[config.mk]
export PLATFORM = sky130hd
export DESIGN_NAME = rsqrt_round_pack
export DESIGN_NICKNAME = d
export VERILOG_FILES = /design/src/hdl/rsqrt_pkg.sv /design/src/hdl/rsqrt_round_pack.sv
export VERILOG_INCLUDE_DIRS = /design/src /design/src/include
export SDC_FILE = /design/constraint.sdc
export NUM_CORES = 1
export LEC_CHECK = 0
export BUFFER_PORTS_ARGS = -buffer_cell sky130_fd_sc_hd__clkbuf_2
export CAP_MARGIN = 20
export CORE_ASPECT_RATIO = 1.2
export CORE_UTILIZATION = 46
export DETAILED_ROUTE_END_ITERATION = 10
export PLACE_DENSITY = 0.85
export SKIP_CTS_REPAIR_TIMING = 1
export SYNTH_ARGS = -nofsm -noshare
export SYNTH_HDL_FRONTEND = slang
export SYNTH_SLANG_ARGS = --single-unit
[constraint.sdc]
create_clock -name clk -period 1 [get_ports clk]
set_input_delay 0.2 -clock clk [delete_from_list [all_inputs] [get_ports clk]]
set_output_delay 0.2 -clock clk [all_outputs]
set_load 0.1 [all_outputs]
[src/include/rsqrt_defs.svh]
`ifndef RSQRT_DEFS_SVH
`define RSQRT_DEFS_SVH

// fixed-point datapath is Q2.26
`define RSQRT_FIX_W 28
`define RSQRT_FRAC 26

// seed table is addressed by the top bits of a
`define RSQRT_LUT_BITS 8

// newton iterations and their cost
`define RSQRT_NEWTON_STEPS 2
`define RSQRT_STEP_LAT 7

// classify 1, seed 1, steps 2 x 7, pack 1
`define RSQRT_LATENCY 17

// 3.0 in Q2.26
`define RSQRT_THREE 28'hC000000

// canonical quiet NaN
`define RSQRT_QNAN 32'h7FC00000

// quiet bit inside the 23-bit mantissa
`define RSQRT_QUIET_BIT 22

`endif

[src/hdl/rsqrt_pkg.sv]
package rsqrt_pkg;

    // IEEE-754 single precision
    typedef struct packed {
        logic        sign;
        logic [7:0]  exponent;
        logic [22:0] mantissa;
    } fp32_t;

    // operand class after decode
    typedef enum logic [2:0] {
        CLASS_NORMAL,
        CLASS_ZERO,
        CLASS_DENORM,
        CLASS_INF,
        CLASS_QNAN,
        CLASS_SNAN
    } fp_class_e;

    // sideband carried next to every operand through the pipe
    typedef struct packed {
        logic [7:0] exponent;
        logic       mant_is_one;
        logic       special;
        fp32_t      special_result;
        logic       invalid;
        logic       div_by_zero;
    } rsqrt_side_t;

endpackage

[src/hdl/rsqrt_round_pack.sv]
`include "rsqrt_defs.svh"

module rsqrt_round_pack (
    input  logic                      clk,
    input  logic                      rst,
    input  logic                      in_valid,
    input  logic [`RSQRT_FIX_W-1:0]   x_in,
    input  rsqrt_pkg::rsqrt_side_t    side_in,
    output logic                      out_valid,
    output rsqrt_pkg::fp32_t          result,
    output logic                      invalid,
    output logic                      division_by_zero,
    output logic                      inexact
);
    logic             below_one;
    logic [22:0]      mant;
    logic             guard;
    logic             round_bit;
    logic             sticky;
    logic             round_up;
    logic [23:0]      mant_rnd;
    logic [7:0]       exp_norm;
    logic             grs;
    rsqrt_pkg::fp32_t packed_res;

    always_comb begin
        // side exponent assumes x in [1,2); one less when the lead bit sits at 0.5
        below_one = ~x_in[`RSQRT_FRAC];
        if (below_one) begin
            mant = x_in[`RSQRT_FRAC-2 -: 23];
            guard = x_in[1];
            round_bit = x_in[0];
            sticky = 1'b0;
        end else begin
            mant = x_in[`RSQRT_FRAC-1 -: 23];
            guard = x_in[2];
            round_bit = x_in[1];
            sticky = x_in[0];
        end
        grs = guard | round_bit | sticky;

        // nearest even
        round_up = guard & (round_bit | sticky | mant[0]);
        mant_rnd = {1'b0, mant} + {23'd0, round_up};
        exp_norm = side_in.exponent - {7'd0, below_one};

        if (side_in.special) begin
            packed_res = side_in.special_result;
        end else if (side_in.mant_is_one) begin
            // exact power of two, the stored exponent already includes the round carry
            packed_res = {1'b0, side_in.exponent - 8'd1, 23'd0};
        end else begin
            // a mantissa carry leaves mant_rnd[22:0] at zero
            packed_res = {1'b0, exp_norm + {7'd0, mant_rnd[23]}, mant_rnd[22:0]};
        end
    end

    always_ff @(posedge clk or posedge rst) begin
        if (rst) begin
            out_valid <= 1'b0;
            result <= '0;
            invalid <= 1'b0;
            division_by_zero <= 1'b0;
            inexact <= 1'b0;
        end else begin
            out_valid <= in_valid;
            // flags only accompany a valid result
            invalid <= in_valid & side_in.invalid;
            division_by_zero <= in_valid & side_in.div_by_zero;
            inexact <= in_valid & ~side_in.special & ~side_in.mant_is_one & grs;
            if (in_valid) begin
                result <= packed_res;
            end
        end
    end

endmodule

* Yosys cells after proc, flatten, opt, wreduce, memory -nomap -nowiden
Cells that the tools add are included.
** Word-level totals
- Register bits :: 36
- Bits of input ports :: 75
- Output and inout bits :: 36
** Cells by class
- Bitwise gates (word level) :: 13
- Add/sub/neg operators :: 4
- Mux-type cells :: 6
** Operator list (number)
- $mux W32 :: 1
- $mux W31 :: 1
- $add A23 B1 Y24 :: 1
- $mux W23 :: 1
- $add A8 B1 Y8 :: 1
- $sub A8 B1 Y8 :: 1
- $sub A8 B1 Y8 const B :: 1
- $and A1 B1 Y1 :: 6
- $or A1 B1 Y1 :: 4
- $mux W1 :: 3
- $not A1 Y1 :: 3

* Longest topological paths before layout
- Word-level depth :: 8
- Gate-level depth with buffers :: 18

* Worst setup path before layout
No wires, ideal clock.
- Path kind :: input -> register
- From :: input x_in[26]
- To :: register result[30] (netlist bit)
- Arrival time :: 3.594 ns
- Slack :: -2.729 ns
- Stages :: 15
- Cell sequence :: buf_4 > mux2i_1 > nor4b_4 > nand4_2 > nand2b_1 > or4b_1 > ha_1 > inv_1 > ha_1 > a21o_1 > a2111oi_0 > o21bai_1 > a21oi_1 > xnor2_1 > o22ai_1
** Between the ends
- Longest elaborated chain between the ends :: 8
- Elaborated cells between the ends (all ways) :: 13
- Classes of those cells :: add/sub: 3; mux: 6; bitwise: 4
** Ends and longest elaborated chain
- start: declaration :: line rsqrt_round_pack.sv:7 : input logic [`RSQRT_FIX_W-1:0] x_in,
- $mux W1 :: line rsqrt_round_pack.sv:29 : if (below_one) begin
- $or A1 B1 Y1 (2 in a row) :: line rsqrt_round_pack.sv:43 : round_up = guard & (round_bit | sticky | mant[0]);
- $and A1 B1 Y1 :: line rsqrt_round_pack.sv:43
- $add A23 B1 Y24 :: line rsqrt_round_pack.sv:44 : mant_rnd = {1'b0, mant} + {23'd0, round_up};
- $add A8 B1 Y8 (*) :: line rsqrt_round_pack.sv:54 : packed_res = {1'b0, exp_norm + {7'd0, mant_rnd[23]}, mant_rnd[22:0]};
- $mux W31 (*) :: line rsqrt_round_pack.sv:49 : end else if (side_in.mant_is_one) begin
- $mux W32 (*) :: line rsqrt_round_pack.sv:47 : if (side_in.special) begin
- end signal: assignment :: line rsqrt_round_pack.sv:72 : result <= packed_res;
- end: declaration :: line rsqrt_round_pack.sv:10 : output rsqrt_pkg::fp32_t result,
Every way passes the cells marked *; elsewhere a longest branch is shown, timed or not.
A chain may end at the register's enable or synchronous reset.

* Final worst setup path
- From :: input x_in[26]
- To :: register result[26] (netlist bit)
Same word-level chain as after synthesis.

==> metrics.txt <==
Max-slew headroom=roughly half; first-pass GRT wire length=roughly 18000 um; # DRC=0; Worst EP arrival=approximately 3500 ps; sw frac=~46%; Clk pwr share=17.5%; post-route setup slack=-2250 ps; area growth from synthesis to layout=83.8%; skew final=0 ps; slowest stage delay, CP=490 ps; Buffers & Inverters on Critical Path=5; Placed Area=~5000 sq um; Synthesis Warnings=0; Pwr Total=6820 uW; Reg2Reg Capture Point=result[9]$_DFFE_PP0P_; power per cell area=around 1200 nW/um^2; Max-Cap Viols=0; Worst R2R Setup Slack=-380 ps; Final ANT Viol Nets=0; Synth Area in XOR/XNOR=a little under an eighth; vias in the first global route=about 3900; fmax=0.308 GHz; leakage power=0.00268 uW; Ant. Diodes=0; Die X=around 77 um; Post-Syn Instances=349; Num CTS Buffers=5; layout cell share with drive strength beyond 1=between 50% and 60%; ys flop type=dfrtp_1; CP Data Required Time=~1300 ps; DR iter-0 viols=724; Finished Cell Area=roughly 5700 sq um; filler cell count in the final layout=between 200 and 250; hold wc startpoint=side_in[17]; status=complete, but fails checks; Detailed Place HPWL=roughly 8800 um; final hold vios=0; fraction of synthesized area in multiplexers=roughly 6.9%; total wire length=16700 um; Max H-tree Level=2; fin util=around nine tenths; Vias=4328; Setup CP Type=in2reg; crit-path cells=buf_12 > buf_4 > mux2i_1 > nor3b_1 > buf_4 > nand2b_4 > or4b_4 > ha_4 > inv_2 > ha_4 > a21o_1 > buf_6 > a21oi_4 > xnor2_2 > nor2_1 > a211oi_1 > a221o_1; Placeable Area=about 6500 sq um; Synth Area in Compound Gates=between 20% and 30%; CTS root buffer=clkbuf_8; largest family of logic cells by synthesized area=compound AO/OA/AOI/OAI gates; unrepaired setup endpoints after global routing=yes; gr ovfl total=0; total global-route track usage=between 30% and 40%; Post-synth ARST share=100%; slowest CP cell=or4b_4; Worst-path clk slew=around 90 ps; Worst Path Max Fanout=10; simple logic cell fraction of the synthesized area=slightly below 20%; Routed WL per cell=between 20 and 30 um; P_sw=between 3000 and 4000 uW; library cells used by synthesis=57; EDFF count, synth=0; RR Startpoint=result[9]$_DFFE_PP0P_; Slew Limit Fails=0; Critical Path Sink Type=register; Die Area=around 7000 sq um; Int Pwr=3710 uW; Die Span Y=around 92 um; CP top delay family=simple AND/OR/NAND/NOR gates; Placer Congestion=0.980; Yosys reg bits=36; Least-Margin Pin Slew=702 ps; Skew-Pair Late Insertion Delay=about 310 ps; I/O Buffers=roughly 110; WHS Endpoint=result[15]$_DFFE_PP0P_; DR pass1 iterations=6; Vias per Instance=about 6.8; TritonCTS clock tree=built; Avg Cell Area, Syn=a little under 9 sq um; Seq pwr share=a little over a quarter; WHS Path Cells=3; antenna violations before repair=0; post-synthesis adder-cell area fraction=~7.1%; fraction of the yosys area taken by sequential cells=between 20 and 30%; NumNets Final=between 600 and 700; Synth Net Count=441; Post-Syn Area=just over 3000 sq um; Initial Utilization=between 40% and 50%; Worst R2R Path Depth=3; Tcrit/Tclk final=325%; Comb pwr share=a little under three fifths; largest net degree at the start of global routing=37; Tmin final=3250 ps; final setup fails=69; clock sinks=36; element type at the critical path start=input pin; failing checks=negative setup slack; FP Rows=32; Clock Path Buffers=2; # IOs=roughly 110; VDD IR max=roughly 0.00086 V; worst min path class=in2reg
[registers in the layout, indices dropped and copies added (netlist names)]
register,count
division_by_zero,1
out_valid,1
inexact,1
invalid,1
result,32
[logic make-up after synthesis]
logic type | Yosys count
adder cells (fa/ha/maj) | 17
XOR/XNOR | 40
flip-flops | 36
AND/OR/NAND/NOR | 106
buffers and inverters | 39
AO/OA/AOI/OAI | 90
multiplexers | 21
[through the flow]
stage | TNS, ps | setup slack, ps | instances | hold slack, ps
5_1_grt | -38020 | -2270 | 640 | 109
6_report | -36390 | -2250 | 640 | 122
4_1_cts | -38770 | -2310 | 625 | -63.8
2_1_floorplan | -41410 | -2520 | 349 | 153
3_5_place_dp | -43860 | -2580 | 617 | 254
3_3_place_gp | -41030 | -2460 | 617 | 243
[cells in the mapped netlist, drive strengths merged (12+ instances only)]
cell type	instances	share of area, %
mux2i	17	5.5
o21ai	16	2.6
ha	16	6.4
dfrtp	36	29
nand3	12	1.9
inv	18	2.2
clkbuf	13	1.6
xnor2	30	8.5
a21oi	21	3.4
nor2	25	3.0
nand2	20	2.5
[layout make-up]
| class | count | area (sq um) | share of cell area (%) |
|---|---|---|---|
| well taps | 85 | 106 | 1.86 |
| inverters | 19 | 75.1 | 1.31 |
| repair buffers | 218 | 2020 | 35.4 |
| clock inverters | 1 | 7.51 | 0.131 |
| clock buffers | 7 | 86.3 | 1.51 |
| multi-input cells | 274 | 2470 | 43.2 |
| flip-flops and latches | 36 | 946 | 16.5 |
[per-layer routing]
| layer | global-route usage, % | routed length [um] | vias to the layer above |
|---|---|---|---|
| met4 | 22.2 | 1610 | 0 |
| met1 | 33.2 | 5430 | 2006 |
| li1 | - | - | 1673 |
| met5 | 0 | 0 | - |
| met3 | 5.67 | 1880 | 172 |
| met2 | 59.8 | 7720 | 477 |
[cells in the final DEF, fill, tap and decap left out, types with 13 or more instances in the layout]
master	count
dfrtp_2	36
buf_4	91
o21ai_1	15
ha_1	13
xnor2_1	18
buf_12	38
a21oi_1	18
mux2i_1	16
buf_6	16
clkbuf_2	70
nor2_1	24
nand2_1	16
inv_1	15
[worst max path at each step]
stage	from	to	slack, ps	cells after the start
floorplan	x_in[26]	result[29]$_DFFE_PP0P_	-2520	18
global placement	x_in[26]	result[29]$_DFFE_PP0P_	-2460	17
detailed placement	x_in[26]	result[29]$_DFFE_PP0P_	-2580	17
CTS	x_in[26]	result[29]$_DFFE_PP0P_	-2310	17
global route	x_in[26]	result[29]$_DFFE_PP0P_	-2270	17
finish	x_in[26]	result[26]$_DFFE_PP0P_	-2250	17
[power groups by stage]
stage          combinational, uW  sequential [uW]  clock [uW]
6_report                    3780             1840        1200
5_1_grt                     3880             1850        1270
4_1_cts                     3340             1810        1140
3_5_place_dp                3320             1840           0
3_3_place_gp                3220             1830           0
2_1_floorplan                779             2900           0
[worst min-delay path: cells and delay by family]
| family | cells | cell delay [ps] |
|---|---|---|
| AOI/OAI and AO/OA | 2 | 120 |
| buffers and inverters | 1 | 80 |
No activity file was read; power rests on OpenSTA's default activity.
