`src/include/rsqrt_defs.svh`:
```
`ifndef RSQRT_DEFS_SVH
`define RSQRT_DEFS_SVH

// fixed-point datapath is Q2.26
`define RSQRT_FIX_W 28
`define RSQRT_FRAC 26

// seed table is addressed by the top bits of a
`define RSQRT_LUT_BITS 8

// newton iterations and their cost
`define RSQRT_NEWTON_STEPS 2
`define RSQRT_STEP_LAT 7

// classify 1, seed 1, steps 2 x 7, pack 1
`define RSQRT_LATENCY 17

// 3.0 in Q2.26
`define RSQRT_THREE 28'hC000000

// canonical quiet NaN
`define RSQRT_QNAN 32'h7FC00000

// quiet bit inside the 23-bit mantissa
`define RSQRT_QUIET_BIT 22

`endif

```
`src/hdl/rsqrt_pkg.sv`:
```
package rsqrt_pkg;

    // IEEE-754 single precision
    typedef struct packed {
        logic        sign;
        logic [7:0]  exponent;
        logic [22:0] mantissa;
    } fp32_t;

    // operand class after decode
    typedef enum logic [2:0] {
        CLASS_NORMAL,
        CLASS_ZERO,
        CLASS_DENORM,
        CLASS_INF,
        CLASS_QNAN,
        CLASS_SNAN
    } fp_class_e;

    // sideband carried next to every operand through the pipe
    typedef struct packed {
        logic [7:0] exponent;
        logic       mant_is_one;
        logic       special;
        fp32_t      special_result;
        logic       invalid;
        logic       div_by_zero;
    } rsqrt_side_t;

endpackage

```
`src/hdl/rsqrt_classify.sv`:
```
`include "rsqrt_defs.svh"

module rsqrt_classify (
    input  logic                      clk,
    input  logic                      rst,
    input  logic                      in_valid,
    input  rsqrt_pkg::fp32_t          operand,
    output logic                      valid,
    output logic [`RSQRT_FIX_W-1:0]   a,
    output rsqrt_pkg::rsqrt_side_t    side
);
    rsqrt_pkg::fp_class_e   op_class;
    logic                   mant_zero;
    logic                   exp_even;
    logic [8:0]             exp_diff;
    logic [`RSQRT_FIX_W-1:0] a_next;
    rsqrt_pkg::rsqrt_side_t side_next;

    // operand decode
    always_comb begin
        mant_zero = (operand.mantissa == '0);
        if (operand.exponent == 8'hff) begin
            if (mant_zero) begin
                op_class = rsqrt_pkg::CLASS_INF;
            end else if (operand.mantissa[`RSQRT_QUIET_BIT]) begin
                op_class = rsqrt_pkg::CLASS_QNAN;
            end else begin
                op_class = rsqrt_pkg::CLASS_SNAN;
            end
        end else if (operand.exponent == 8'h00) begin
            op_class = mant_zero ? rsqrt_pkg::CLASS_ZERO : rsqrt_pkg::CLASS_DENORM;
        end else begin
            op_class = rsqrt_pkg::CLASS_NORMAL;
        end
    end

    always_comb begin
        // an even biased exponent means an odd true exponent, so fold a factor 2 into a
        exp_even = ~operand.exponent[0];
        side_next = '0;
        if (exp_even) begin
            exp_diff = 9'd382 - {1'b0, operand.exponent};
            a_next = {1'b1, operand.mantissa, 4'b0000};
            side_next.exponent = exp_diff[8:1];
        end else begin
            exp_diff = 9'd381 - {1'b0, operand.exponent};
            a_next = {2'b01, operand.mantissa, 3'b000};
            side_next.exponent = exp_diff[8:1] + {7'd0, mant_zero};
        end
        // a is exactly 1.0 here
        side_next.mant_is_one = ~exp_even & mant_zero;

        case (op_class)
            rsqrt_pkg::CLASS_QNAN: begin
                side_next.special = 1'b1;
                side_next.special_result = operand;
            end
            rsqrt_pkg::CLASS_SNAN: begin
                side_next.special = 1'b1;
                side_next.special_result = operand | (32'd1 << `RSQRT_QUIET_BIT);
                side_next.invalid = 1'b1;
            end
            rsqrt_pkg::CLASS_ZERO, rsqrt_pkg::CLASS_DENORM: begin
                // denormals are flushed and treated as zero
                side_next.special = 1'b1;
                side_next.special_result = {operand.sign, 8'hff, 23'd0};
                side_next.div_by_zero = 1'b1;
            end
            default: begin
                if (operand.sign) begin
                    side_next.special = 1'b1;
                    side_next.special_result = `RSQRT_QNAN;
                    side_next.invalid = 1'b1;
                end else if (op_class == rsqrt_pkg::CLASS_INF) begin
                    side_next.special = 1'b1;
                    side_next.special_result = '0;
                end
            end
        endcase
    end

    always_ff @(posedge clk or posedge rst) begin
        if (rst) begin
            valid <= 1'b0;
        end else begin
            valid <= in_valid;
        end
    end

    always_ff @(posedge clk) begin
        a <= a_next;
        side <= side_next;
    end

endmodule

```
`config.mk`:
```
export PLATFORM = sky130hd
export DESIGN_NAME = rsqrt_classify
export DESIGN_NICKNAME = d
export VERILOG_FILES = /design/src/hdl/rsqrt_pkg.sv /design/src/hdl/rsqrt_classify.sv
export VERILOG_INCLUDE_DIRS = /design/src /design/src/include
export SDC_FILE = /design/constraint.sdc
export NUM_CORES = 1
export LEC_CHECK = 0
export BUFFER_PORTS_ARGS = -buffer_cell sky130_fd_sc_hd__buf_2
export CAP_MARGIN = 5
export CORE_ASPECT_RATIO = 2
export CORE_MARGIN = 2
export CORE_UTILIZATION = 53
export CTS_BUF_LIST = sky130_fd_sc_hd__clkbuf_4
export DETAILED_ROUTE_END_ITERATION = 8
export HOLD_SLACK_MARGIN = 0.15
export PLACE_DENSITY = 0.83
export REMOVE_ABC_BUFFERS = 1
export SLEW_MARGIN = 20
export SYNTH_ARGS = -nofsm -noshare
export SYNTH_HDL_FRONTEND = slang
export SYNTH_SLANG_ARGS = --single-unit
```
`constraint.sdc`:
```
create_clock -name clk -period 1.01 [get_ports clk]
set_input_delay 0.1515 -clock clk [delete_from_list [all_inputs] [get_ports clk]]
set_output_delay 0.1515 -clock clk [all_outputs]
set_load 0.02 [all_outputs]
```
==> results of run 1 <==
## through the flow
| step | hold slack (ps) | TNS (ps) | cells |
|---|---|---|---|
| 2_1_floorplan | -120 | -17210 | 231 |
| 3_3_place_gp | -17.4 | -30180 | 453 |
| 3_5_place_dp | -12.9 | -31610 | 453 |
## kinds of logic after synthesis
kind of cell,count (synthesis)
AND/OR/NAND/NOR,95
flip-flops,70
multiplexers,27
buffers and inverters,25
AO/OA/AOI/OAI,20
XOR/XNOR,6
adder cells (fa/ha/maj),3
other,1
## synth_stat cells, drive strengths merged, types with 3 or more instances
cell | number | area [um^2]
and2 | 23 | 144
buf | 7 | 43.8
clkbuf | 11 | 41.3
dfxtp | 69 | 1380
ha | 3 | 37.5
inv | 7 | 26.3
mux2 | 24 | 270
nand2 | 17 | 63.8
nand3 | 7 | 40.0
nor2 | 6 | 22.5
nor3 | 8 | 40.0
nor4 | 10 | 77.6
o21ai | 6 | 30.0
or3 | 12 | 75.1
xnor2 | 4 | 35.0
==> flow_metrics.env, run 1 <==
export IMPL_status="stopped before the end"
export IMPL_lastStage="clock tree synthesis"
export IMPL_error_line="[ERROR DPL-0038] Utilization greater than 100%, impossible to legalize"
export IMPL_syn_avg_cell_area_um2=10.6
export IMPL_synthAdderAreaFrac_pct=1.43
export IMPL_clockBufferDepth=2
export IMPL_ctsHtreeMaxLevel=3
export IMPL_synth_compound_area_share_pct=5.34
export IMPL_ys_ff_latch=70
export IMPL_die_y_um=104
export IMPL_io_buffers=104
export IMPL_routabilityCongestion=0.840
export IMPL_async_flop_share_pct=1.43
export IMPL_cts_root_buf="clkbuf_4"
export IMPL_start_util_pct=54.5
export IMPL_cts_resized=276
export IMPL_cts_inserted_buffers=9
export IMPL_synth_ff_type="dfxtp_1"
export IMPL_row_count=36
export IMPL_synth_top_family_by_area="simple AND/OR/NAND/NOR gates"
export IMPL_pre_cts_ws_ps=-955
export IMPL_die_w_um=53.8
export IMPL_synth_warnings=0
export IMPL_yosys_area_share_simple_pct=21.4
export IMPL_dp_hpwl_um=5310
export IMPL_ys_types=48
export IMPL_dpl_cell_area_um2=3610
export IMPL_pin_count=108
export IMPL_ys_seq_area_share_pct=53.5
export IMPL_postCtsHoldBufs=31
export IMPL_synth_area_um2=2630
export IMPL_yosys_area_share_xor_xnor_pct=2.00
export IMPL_synth_edf_count=0
export IMPL_post_cts_buffers=10
export IMPL_synthMuxAreaShare_pct=11.9
export IMPL_synth_cells=247
export IMPL_clkSinkCount=70
==> run 2: changes to the inputs <==
- CORE_ASPECT_RATIO: 2 -> not set
- CORE_UTILIZATION: 53 -> 40
- CTS_BUF_LIST: sky130_fd_sc_hd__clkbuf_4 -> not set
- HOLD_SLACK_MARGIN: 0.15 -> not set
- PLACE_DENSITY: 0.83 -> not set
- PLACE_DENSITY_LB_ADDON: not set -> 0.15
==> run 2 against run 1 <==
- the flow now finishes, with violations (negative setup slack)
- synthesized cell count unchanged
- area after synthesis unchanged
==> flow_metrics.env, run 2 <==
export IMPL_total_power_mw=6.88
export IMPL_ant_nets=0
export IMPL_routabilityCongestion=0.850
export IMPL_top_register="side"
export IMPL_status="finished with violations"
export IMPL_yosysTopAreaCell="dfxtp_1"
export IMPL_path_class="input port to register"
export IMPL_drcViolationCount=0
export IMPL_ff_latch_area_um2=1410
export IMPL_row_count=29
export IMPL_synth_cells=247
export IMPL_syn2layout_area_growth_pct=72.0
export IMPL_ys_types=48
export IMPL_finalNonFillerCells=505
export IMPL_fin_ws_ps=-523
export IMPL_drive_gt1_share_pct=64.7
export IMPL_crit_path_frequent_cell="nand3_2"
export IMPL_synth_ff_type="dfxtp_1"
export IMPL_slowest_stage="nor4_4"
export IMPL_dp_hpwl_um=4680
export IMPL_ys_ff_latch=70
export IMPL_p_leak_nw=2.10
export IMPL_path_max_fanout=4
export IMPL_clkSinkCount=70
export IMPL_start_util_pct=41.4
export IMPL_n_fill_cell=482
export IMPL_grt_overflow=0
export IMPL_yosysMostFrequentCell="dfxtp_1"
export IMPL_vias=2427
export IMPL_die_area_um2=7230
export IMPL_cts_inserted_buffers=9
export IMPL_reg_top3="side x44, a x25, valid x1"
export IMPL_hold_class="input port to register"
export IMPL_grt_pass1_wl_um=11500
export IMPL_drt_iter0_markers=63
export IMPL_rsz0062_at_grt="yes"
export IMPL_power_density_nw_per_um2=1520
export IMPL_via_per_inst=4.81
export IMPL_layout_commonest_cell="buf_2"
export IMPL_peakVddDrop_mv=1.22
export IMPL_synth_area_um2=2630
export IMPL_pin_count=108
export IMPL_cp_end_kind="register"
export IMPL_io_buffers=104
export IMPL_antenna_cells=0
export IMPL_ys_seq_area_share_pct=53.5
export IMPL_worst_hold_slack_ps=51.5
export IMPL_syn_avg_cell_area_um2=10.6
export IMPL_dpl_cell_area_um2=3650
export IMPL_post_drt_wl_per_cell_um=14.2
export IMPL_setup_violations=39
export IMPL_die_w_um=85.0
export IMPL_hold_viol_final=0
export IMPL_path_clk_slew_ps=70
export IMPL_ctsHtreeMaxLevel=3
export IMPL_wl_um=7190
export IMPL_yosys_area_top_type_share_pct=52.6
export IMPL_cts_tree="done"
export IMPL_crit_path_start_kind="input port"
export IMPL_synth_area_top_cells="dfxtp_1 53%, mux2_2 10%, and2_1 5.5%"
export IMPL_maxCapViolCount=0
export IMPL_tns_ps=-13280
export IMPL_critPathMaxStageDelay_ps=270
export IMPL_slew_viol_final=0
export IMPL_synthTopCellsByCount="69 x dfxtp_1, 24 x mux2_2, 23 x and2_1"
export IMPL_fin_nets=461
export IMPL_worstPathCellList="buf_6, nor4_4, buf_4, nand4_4, nor3_4, ha_4, nand3_2, nand3_2, o31ai_2, a31oi_1, xor2_1"
export IMPL_clockBufferDepth=2
export IMPL_fmax_ghz=0.652
export IMPL_synth_edf_count=0
export IMPL_die_y_um=85.0
export IMPL_largest_reg_flops=44
export IMPL_grt_use_total_pct=20.2
export IMPL_period_share_pct=152
export IMPL_core_area_um2=6350
export IMPL_cts_root_buf="clkbuf_8"
export IMPL_fin_crit_ps=1530
export IMPL_antenna_found_initial=0
export IMPL_stdcell_area_um2=4520
export IMPL_crit_required_ps=1260
export IMPL_place_inst=476
export IMPL_failed_checks="negative setup slack"
export IMPL_synth_warnings=0
export IMPL_async_flop_share_pct=1.43
export IMPL_grt_pass1_vias=2361
export IMPL_final_cell_mix="93 x buf_2, 69 x dfxtp_1, 56 x buf_4"
export IMPL_worstPathArrival_ps=1790
export IMPL_grt_max_degree=24
export IMPL_multiInputGateArea_um2=1470
export IMPL_first_pass_iters=4
run 2: cell counts after synthesis:
Identical to the previous run, type by type.
run 2: kinds of logic after synthesis:
logic type | count (synthesis) | synth area share (%)
other | 1 | 0.143
AND/OR/NAND/NOR | 95 | 21.4
multiplexers | 27 | 11.9
adder cells (fa/ha/maj) | 3 | 1.43
AO/OA/AOI/OAI | 20 | 5.34
flip-flops | 70 | 53.5
buffers and inverters | 25 | 4.24
XOR/XNOR | 6 | 2.00
run 2: final timing paths:
| path | start | to | slack [ps] | cells past startpoint |
|---|---|---|---|---|
| setup / recovery | operand[7] | side[40]$_DFF_P_ | -520 | 11 |
| hold / removal | operand[15] | side[17]$_DFF_P_ | 50 | 2 |
| max in group asynchronous | rst | valid$_DFF_PP0_ | 740 | 3 |
| min in group asynchronous | rst | valid$_DFF_PP0_ | 190 | 3 |
run 2: critical path: cells and delay by family:
family | cells | cell delay, ps
AND/OR/NAND/NOR | 5 | 720
AO/OA/AOI/OAI | 2 | 280
adder cells (fa/ha/maj) | 1 | 180
XOR/XNOR | 1 | 180
buffers and inverters | 2 | 260
run 2: area by class of cell:
cell class                      instances  area share (%)
Sequential cell                        70            31.1
Inverter                                7           0.582
Tap cell                               77            2.13
Timing Repair Buffer                  180            27.8
Clock buffer                           10            2.83
Multi-Input combinational cell        155            32.5
Clock inverter                          6            2.96
run 2: what timing repair did:
action,CTS,global route
resized for setup,84,28
cloned,3,0
pin swaps,32,17
endpoints found under the hold margin,2,0
setup endpoints to repair,39,51
hold buffers,2,0
buffers inserted,6,2
run 2: routing by layer:
layer	vias up	part of all wire [%]	wire length (um)	track usage [%]
met5	-	0	0	0
met4	0	2.1	153	9.09
met3	11	4.7	339	4.28
met2	79	50	3560	33.5
met1	1134	44	3130	25.1
li1	1203	-	-	-
run 2: power breakdown:
group | total, mW | internal [mW] | switching (mW)
clock network | 2.92 | 1.89 | 1.03
registers | 2.93 | 2.89 | 0.0354
logic | 1.03 | 0.476 | 0.553
run 2: metrics by stage:
step	util [%]	worst slack (ps)
2_1_floorplan	-	-737
3_3_place_gp	57.4	-995
3_5_place_dp	57.4	-988
4_1_cts	69.1	-457
5_1_grt	71.1	-662
6_report	71.1	-523
Power figures use the tool's default switching activity.
